===== src/logic/noc_pkg.sv =====
`default_nettype none

package noc_pkg;

  // Mesh coordinates, up to 8 by 8 nodes
  localparam int coord_w = 3;
  localparam int data_w = 32;
  localparam int tag_w = 4;
  localparam int burst_w = 4;

  typedef enum logic [2:0] {
    packet_invalid       = 3'd0,
    packet_read          = 3'd1,
    packet_write         = 3'd2,
    packet_write_np      = 3'd3,
    packet_response      = 3'd4,
    packet_response_data = 3'd5
  } packet_type_e;

  typedef enum logic [1:0] {
    status_ok           = 2'd0,
    status_decode_error = 2'd1
  } status_e;

  typedef struct packed {
    packet_type_e         packet_type;
    logic [coord_w-1:0]   dest_x;
    logic [coord_w-1:0]   dest_y;
    logic [coord_w-1:0]   src_x;
    logic [coord_w-1:0]   src_y;
    logic [tag_w-1:0]     tag;
    // Number of data flits; for a read, the number requested
    logic [burst_w-1:0]   burst_length;
    status_e              status;
    logic                 invalid_destination;
    logic [5:0]           spare;
  } noc_header_t;

  // Head flits read the body as a header, all others as data
  typedef union packed {
    noc_header_t         header;
    logic [data_w-1:0]   data;
  } flit_body_u;

  typedef struct packed {
    logic       head;
    logic       tail;
    flit_body_u body;
  } noc_flit_t;

  function automatic logic needs_response(input packet_type_e packet_type);
    logic result;
    case (packet_type)
      packet_read,
      packet_write_np: result = 1'b1;
      default:         result = 1'b0;
    endcase
    return result;
  endfunction

  function automatic logic carries_payload(input packet_type_e packet_type);
    logic result;
    case (packet_type)
      packet_write,
      packet_write_np,
      packet_response_data: result = 1'b1;
      default:              result = 1'b0;
    endcase
    return result;
  endfunction

endpackage

`default_nettype wire


===== src/logic/dest_error_checker.sv =====
`timescale 1ns/1ps
`default_nettype none

module dest_error_checker import noc_pkg::*; #(
  parameter int          size_x     = 4,
  parameter int          size_y     = 4,
  parameter logic [31:0] error_data = 32'hdead_beef
) (
  input  logic      clk,
  input  logic      rst_n,
  input  logic      in_valid,
  output logic      in_ready,
  input  noc_flit_t in_flit,
  output logic      out_valid,
  input  logic      out_ready,
  output noc_flit_t out_flit
);

  noc_header_t in_header;
  logic        head_invalid;
  logic        start_of_packet;
  logic        route_error;
  logic        route_error_q;
  logic        draining;
  logic        in_move;

  logic        req_valid;
  logic        req_ready;
  logic        req_done;
  logic        req_respond;
  noc_header_t req_header;

  logic        resp_busy;
  logic        resp_valid;
  logic        resp_ready;
  noc_flit_t   resp_flit;

  logic        slice_valid;
  logic        slice_ready;
  noc_flit_t   slice_flit;

  assign in_header    = in_flit.body.header;
  assign head_invalid = in_header.invalid_destination ||
                        (int'(in_header.dest_x) >= size_x) ||
                        (int'(in_header.dest_y) >= size_y);

  assign start_of_packet = in_valid && in_flit.head && !draining && !resp_busy;
  assign route_error     = start_of_packet ? head_invalid : route_error_q;
  assign in_move         = in_valid && in_ready;

  always_ff @(posedge clk or negedge rst_n) begin
    if (!rst_n) begin
      route_error_q <= 1'b0;
    end else if (start_of_packet) begin
      route_error_q <= head_invalid;
    end
  end

  always_ff @(posedge clk or negedge rst_n) begin
    if (!rst_n) begin
      draining <= 1'b0;
    end else if (req_done) begin
      draining <= 1'b0;
    end else if (in_move && route_error && in_flit.head) begin
      draining <= 1'b1;
    end
  end

  // Input side steering, closed while a response goes out
  assign req_valid = in_valid && !resp_busy && route_error;
  assign in_ready  = !resp_busy && (route_error ? req_ready : slice_ready);

  // Response replaces the request in the output stream
  assign slice_valid = resp_busy ? resp_valid : (in_valid && !route_error);
  assign slice_flit  = resp_busy ? resp_flit : in_flit;
  assign resp_ready  = resp_busy && slice_ready;

  error_request_sink u_request_sink (
    .clk         (clk),
    .rst_n       (rst_n),
    .req_valid   (req_valid),
    .req_ready   (req_ready),
    .req_flit    (in_flit),
    .req_done    (req_done),
    .req_respond (req_respond),
    .req_header  (req_header)
  );

  error_response_gen #(
    .error_data (error_data)
  ) u_response_gen (
    .clk         (clk),
    .rst_n       (rst_n),
    .req_done    (req_done),
    .req_respond (req_respond),
    .req_header  (req_header),
    .resp_busy   (resp_busy),
    .resp_valid  (resp_valid),
    .resp_ready  (resp_ready),
    .resp_flit   (resp_flit)
  );

  flit_slice u_out_slice (
    .clk       (clk),
    .rst_n     (rst_n),
    .in_valid  (slice_valid),
    .in_ready  (slice_ready),
    .in_flit   (slice_flit),
    .out_valid (out_valid),
    .out_ready (out_ready),
    .out_flit  (out_flit)
  );

endmodule

`default_nettype wire


===== src/logic/error_request_sink.sv =====
`timescale 1ns/1ps
`default_nettype none

module error_request_sink import noc_pkg::*; (
  input  logic        clk,
  input  logic        rst_n,
  input  logic        req_valid,
  output logic        req_ready,
  input  noc_flit_t   req_flit,
  output logic        req_done,
  output logic        req_respond,
  output noc_header_t req_header
);

  logic        flit_move;
  logic        head_move;
  logic        in_packet;
  noc_header_t header_q;

  // A misrouted packet is drained at full rate
  assign req_ready = 1'b1;

  assign flit_move = req_valid && req_ready;
  assign head_move = flit_move && req_flit.head;
  assign req_done  = flit_move && req_flit.tail && (in_packet || req_flit.head);

  // Single-flit packets report before the header lands in the register
  assign req_header  = head_move ? req_flit.body.header : header_q;
  assign req_respond = req_done && needs_response(req_header.packet_type);

  always_ff @(posedge clk or negedge rst_n) begin
    if (!rst_n) begin
      in_packet <= 1'b0;
    end else if (flit_move) begin
      if (req_flit.tail) begin
        in_packet <= 1'b0;
      end else if (req_flit.head) begin
        in_packet <= 1'b1;
      end
    end
  end

  always_ff @(posedge clk) begin
    if (head_move) begin
      header_q <= req_flit.body.header;
    end
  end

endmodule

`default_nettype wire


===== src/logic/error_response_gen.sv =====
`timescale 1ns/1ps
`default_nettype none

module error_response_gen import noc_pkg::*; #(
  parameter logic [31:0] error_data = 32'hdead_beef
) (
  input  logic        clk,
  input  logic        rst_n,
  input  logic        req_done,
  input  logic        req_respond,
  input  noc_header_t req_header,
  output logic        resp_busy,
  output logic        resp_valid,
  input  logic        resp_ready,
  output noc_flit_t   resp_flit
);

  localparam logic [1:0] st_idle   = 2'd0;
  localparam logic [1:0] st_skip   = 2'd1;
  localparam logic [1:0] st_header = 2'd2;
  localparam logic [1:0] st_data   = 2'd3;

  logic [1:0]         state;
  logic [burst_w-1:0] payload_count;
  logic               resp_move;
  logic               resp_has_data;
  logic               last_data;
  noc_header_t        resp_header;

  assign resp_move     = resp_valid && resp_ready;
  assign resp_has_data = req_header.packet_type == packet_read;
  assign last_data     = payload_count == burst_w'(1);

  // Skip state holds the input closed one cycle when nothing is owed
  assign resp_busy  = state != st_idle;
  assign resp_valid = (state == st_header) || (state == st_data);

  always_comb begin
    resp_header              = '0;
    resp_header.packet_type  = resp_has_data ? packet_response_data : packet_response;
    resp_header.dest_x       = req_header.src_x;
    resp_header.dest_y       = req_header.src_y;
    resp_header.src_x        = req_header.dest_x;
    resp_header.src_y        = req_header.dest_y;
    resp_header.tag          = req_header.tag;
    resp_header.burst_length = resp_has_data ? req_header.burst_length : '0;
    resp_header.status       = status_decode_error;
  end

  always_comb begin
    resp_flit = '0;
    if (state == st_header) begin
      resp_flit.head        = 1'b1;
      resp_flit.tail        = !resp_has_data;
      resp_flit.body.header = resp_header;
    end else begin
      resp_flit.tail      = last_data;
      resp_flit.body.data = error_data;
    end
  end

  always_ff @(posedge clk or negedge rst_n) begin
    if (!rst_n) begin
      state <= st_idle;
    end else begin
      case (state)
        st_idle: begin
          if (req_done) begin
            state <= req_respond ? st_header : st_skip;
          end
        end
        st_skip:   state <= st_idle;
        st_header: begin
          if (resp_move) begin
            state <= resp_has_data ? st_data : st_idle;
          end
        end
        default: begin
          if (resp_move && last_data) begin
            state <= st_idle;
          end
        end
      endcase
    end
  end

  always_ff @(posedge clk or negedge rst_n) begin
    if (!rst_n) begin
      payload_count <= '0;
    end else if (resp_move && (state == st_header)) begin
      payload_count <= resp_has_data ? req_header.burst_length : '0;
    end else if (resp_move) begin
      payload_count <= payload_count - burst_w'(1);
    end
  end

endmodule

`default_nettype wire


===== src/logic/flit_slice.sv =====
`timescale 1ns/1ps
`default_nettype none

module flit_slice import noc_pkg::*; (
  input  logic      clk,
  input  logic      rst_n,
  input  logic      in_valid,
  output logic      in_ready,
  input  noc_flit_t in_flit,
  output logic      out_valid,
  input  logic      out_ready,
  output noc_flit_t out_flit
);

  logic      main_valid;
  logic      skid_valid;
  noc_flit_t main_flit;
  noc_flit_t skid_flit;
  logic      in_move;
  logic      main_free;

  assign in_move   = in_valid && in_ready;
  assign main_free = !main_valid || out_ready;

  // Ready comes straight from the skid flop
  assign in_ready  = !skid_valid;
  assign out_valid = main_valid;
  assign out_flit  = main_flit;

  always_ff @(posedge clk or negedge rst_n) begin
    if (!rst_n) begin
      main_valid <= 1'b0;
      skid_valid <= 1'b0;
    end else if (main_free) begin
      if (skid_valid) begin
        main_valid <= 1'b1;
        skid_valid <= 1'b0;
      end else begin
        main_valid <= in_move;
      end
    end else if (in_move) begin
      // Output stalled, park the incoming flit
      skid_valid <= 1'b1;
    end
  end

  always_ff @(posedge clk) begin
    if (main_free && skid_valid) begin
      main_flit <= skid_flit;
    end else if (main_free && in_move) begin
      main_flit <= in_flit;
    end
    if (!main_free && in_move) begin
      skid_flit <= in_flit;
    end
  end

endmodule

`default_nettype wire


===== src/logic/noc_error_port.sv =====
`timescale 1ns/1ps
`default_nettype none

module noc_error_port import noc_pkg::*; #(
  parameter int          size_x     = 4,
  parameter int          size_y     = 4,
  parameter logic [31:0] error_data = 32'hdead_beef
) (
  input  logic      clk,
  input  logic      rst_n,
  input  logic      in_valid,
  output logic      in_ready,
  input  noc_flit_t in_flit,
  output logic      out_valid,
  input  logic      out_ready,
  output noc_flit_t out_flit
);

  logic      ingress_valid;
  logic      ingress_ready;
  noc_flit_t ingress_flit;

  flit_slice u_ingress_slice (
    .clk       (clk),
    .rst_n     (rst_n),
    .in_valid  (in_valid),
    .in_ready  (in_ready),
    .in_flit   (in_flit),
    .out_valid (ingress_valid),
    .out_ready (ingress_ready),
    .out_flit  (ingress_flit)
  );

  dest_error_checker #(
    .size_x     (size_x),
    .size_y     (size_y),
    .error_data (error_data)
  ) u_checker (
    .clk       (clk),
    .rst_n     (rst_n),
    .in_valid  (ingress_valid),
    .in_ready  (ingress_ready),
    .in_flit   (ingress_flit),
    .out_valid (out_valid),
    .out_ready (out_ready),
    .out_flit  (out_flit)
  );

endmodule

`default_nettype wire


===== config.mk =====
export PLATFORM = sky130hd
export DESIGN_NAME = noc_error_port
export DESIGN_NICKNAME = d
export VERILOG_FILES = /design/src/logic/noc_pkg.sv /design/src/logic/dest_error_checker.sv /design/src/logic/error_request_sink.sv /design/src/logic/error_response_gen.sv /design/src/logic/flit_slice.sv /design/src/logic/noc_error_port.sv
export SDC_FILE = /design/constraint.sdc
export NUM_CORES = 1
export LEC_CHECK = 0
export ABC_AREA = 0
export BUFFER_PORTS_ARGS = -buffer_cell sky130_fd_sc_hd__clkbuf_2
export CAP_MARGIN = 20
export CORE_MARGIN = 2
export CORE_UTILIZATION = 50
export DETAILED_ROUTE_END_ITERATION = 8
export PLACE_DENSITY = 0.75
export SLEW_MARGIN = 5
export SYNTH_ARGS = -nofsm -noshare
export SYNTH_HDL_FRONTEND = slang
export SYNTH_SLANG_ARGS = --single-unit
export TNS_END_PERCENT = 1

===== constraint.sdc =====
create_clock -name clk -period 8.9 [get_ports clk]
set_clock_uncertainty 0.2 [all_clocks]
set_input_delay 1.78 -clock clk [delete_from_list [all_inputs] [get_ports clk]]
set_output_delay 1.78 -clock clk [all_outputs]
set_load 0.01 [all_outputs]

==> impl_results.md <==
* Clock transition at path regs at 60 ps
* TritonRoute pass-1 iters at 7
* Layout cell share with drive strength beyond 1 at 0.256
* Slew headroom at 0.299
* Clk sinks at 172
* Status: complete, no violations
* HP Start: u_checker.u_request_sink.header_q[22]$_DFF_P_
* Postcts setup bufs at 0
* Antenna Cells at 0
* Ys flop type: edfxtp_1
* Commonest non-fill, non-tap cell in the layout: edfxtp_1
* FFs w/ async S/R, synth at 0.0756
* Final WS setup at 5080 ps
* Worst slack at placement at 5200 ps
* Max H-tree Level at 4
* Detail Route Antenna Nets at 0
* Worst EP required at 6920 ps
* P&R area growth vs syn at 16.2%
* Commonest cells after routing, fill and taps aside: edfxtp_1, nand2_1, clkbuf_2, a21boi_0, a32o_1
* Max-Cap Viols at 0
* Critical Path Max Stage Delay at 1060 ps
* GR Overflow Total at 0
* Crit path launch type: register
* Max stage delay cell, worst path: dfrtp_2
* Die width at 124 µm
* Die Ht at 124 µm
* Pwr Total at 2.51 mW
* Full die area at 15500 µm²
* CTS root buffer: clkbuf_16
* DR iter-0 viols at 348
* Ordered cell list for the critical path: inv_1, clkbuf_2
* First-pass GRT wire length at 22.5 mm
* Multiplexer share of the synthesized area at 0.0641
* # setup viols final at 0
* PwrDens at 298 nW/µm²
* Fin cells at 786
* Via density at 5.74
* Simple-gate share of the synthesized area at 0.0958
* Critical Path Source: u_ingress_slice.skid_valid$_DFFE_PN0P_
* Worst r2r src: u_checker.u_response_gen.state[0]$_DFFE_PN0P_
* Ys Warns at 0
* Rows at 43
* Crit path arrival time at 1840 ps
* RSZ-0062 raised after global routing: no
* Vias in the first global route at 4381
* CTS Buf Count at 17
* Dpl cells at 751
* Max Freq at 262 MHz
* Post-synth EDFFs at 136
* Flops & latches, synth at 172
* IO Pins at 74
* Post_cts resized at 0
* Dpl hpwl at 8.68 mm
* CP Class: reg2out
* CTS tree: built
* CP Max Fanout at 72
* DRC viols at 0
* Worst vdd ir at 138 µV
* Latest clock arrival within the worst-skew pair at 430 ps
* Mapped Cells at 529
* Utilization after layout at 0.601
* Initial antenna violation count at 0
* Min-Delay Path Class: reg2reg
* PortBufs at 73
* Post-Synthesis Cell Area at 7240 µm²
* CP Capture Type: output pin
* GRT Total Usage at 0.183
* Placeable Area at 14000 µm²
* Main combinational cell family by area after synthesis: compound AO/OA/AOI/OAI gates
* Synth Area in Adders at 0.00346
* Wirelength per Cell at 17.7 µm
* Via count at 4508
* Actual slew at the worst max-slew pin at 1050 ps
* Final hold vios at 0
* Starting density of the core at 0.517
* Post-synthesis xor/xnor area fraction at 0
* Syn avg cell area at 13.7 µm²
* Sequential share of the synthesized area at 0.673
* Final WL at 13.9 mm
* Hold Buf Count CTS at 0
* Max Transition Viols Final at 0
* Post-Syn Nets at 569
* RePlAce Congestion at 0.827
* Post-Route Setup TNS at 0 ps
* Worst-case clock buffer depth at 2
* Nets at 633
* Largest net degree at the start of global routing at 73
* Minimum clock period at 3820 ps
* Leak at 3.24 nW
* Final period utilization at 0.430
* Synth Area in Compound Gates at 0.135
* Synth cell types at 45
-- worst max-delay path: cells and delay by family, from the launching register on --
family	cells	cell delay [ps]
flops	1	1060
buf+inv	2	360
-- final timing paths --
kind,to,slack (ps),depth (start not counted)
max,in_ready,5080,2
min,u_checker.u_request_sink.header_q[22]$_DFF_P_,240,2
max reg2reg,u_ingress_slice.out_flit[14]$_DFFE_PP_,5820,8
min reg2reg,u_checker.u_request_sink.header_q[22]$_DFF_P_,240,2
max in group asynchronous,u_ingress_slice.skid_valid$_DFFE_PN0P_,7140,1
min in group asynchronous,u_checker.u_response_gen.payload_count[1]$_DFFE_PN0P_,1060,1
-- kinds of logic (layout without fill, tap and decap cells) --
kind of cell    count (synthesis)  in the layout
flops                         172            172
compound gates                119            119
fa+ha+maj                       2              2
simple gates                  148            148
mux                            42             42
buf+inv                        46            123
-- through the flow --
stage / instance area (µm²) / hold slack (ps)
6_report: 8410 / 239
5_1_grt: 8410 / 259
4_1_cts: 8360 / 238
3_5_place_dp: 7740 / 228
3_3_place_gp: 7740 / 223
2_1_floorplan: 7240 / 214
-- registers in the layout, summed over array words and instances (netlist names), 2 cells and up --
| register | flops |
|---|---|
| u_checker.u_out_slice.out_flit | 34 |
| u_checker.u_response_gen.state | 2 |
| u_ingress_slice.skid_flit | 34 |
| u_checker.u_request_sink.header_q | 23 |
| u_ingress_slice.out_flit | 34 |
| u_checker.u_response_gen.payload_count | 4 |
| u_checker.u_out_slice.skid_flit | 34 |
-- cell usage after synthesis (3+ instances only) --
cell type / n / share of area
nor2_1: 22 / 0.011
nor2b_1: 11 / 0.0095
and3_1: 7 / 0.0061
and2_1: 9 / 0.0078
mux2_2: 33 / 0.051
o21ai_0: 5 / 0.0035
buf_6: 4 / 0.0062
a21boi_0: 36 / 0.037
or3_1: 3 / 0.0026
clkbuf_1: 29 / 0.015
nand2_1: 76 / 0.039
a21oi_1: 4 / 0.0028
nor3b_1: 3 / 0.0031
nand3_1: 7 / 0.0048
dfxtp_1: 23 / 0.064
dfrtp_1: 13 / 0.045
o21a_1: 3 / 0.0031
edfxtp_1: 136 / 0.56
buf_2: 5 / 0.0035
nand2b_1: 3 / 0.0026
a211o_1: 16 / 0.019
mux2i_1: 7 / 0.0097
a21o_1: 7 / 0.0073
inv_1: 5 / 0.0026
a32o_1: 34 / 0.047
-- area by class of cell --
type	count	area [µm²]
clock buffers	19	443
clock inverters	13	173
fillers	1087	5580
inverters	6	22.5
multi-input cells	311	2190
flip-flops and latches	172	4870
well taps	180	225
repair buffers	85	485
-- where the power goes --
group          total, mW  internal [mW]  switching [mW]
Combinational      0.577          0.239           0.338
Clock              0.764          0.473           0.291
Sequential          1.17           1.08          0.0829
Total               2.51           1.80           0.711
-- routing by layer --
| metal | global-route usage | vias to the layer above | wire [µm] |
|---|---|---|---|
| li1 | - | 2132 | - |
| met1 | 0.266 | 2184 | 6540 |
| met2 | 0.266 | 173 | 6360 |
| met3 | 0.0468 | 19 | 793 |
| met4 | 0.0681 | 0 | 219 |
| met5 | 0 | - | 0 |
No activity file was read; power rests on OpenSTA's default activity.
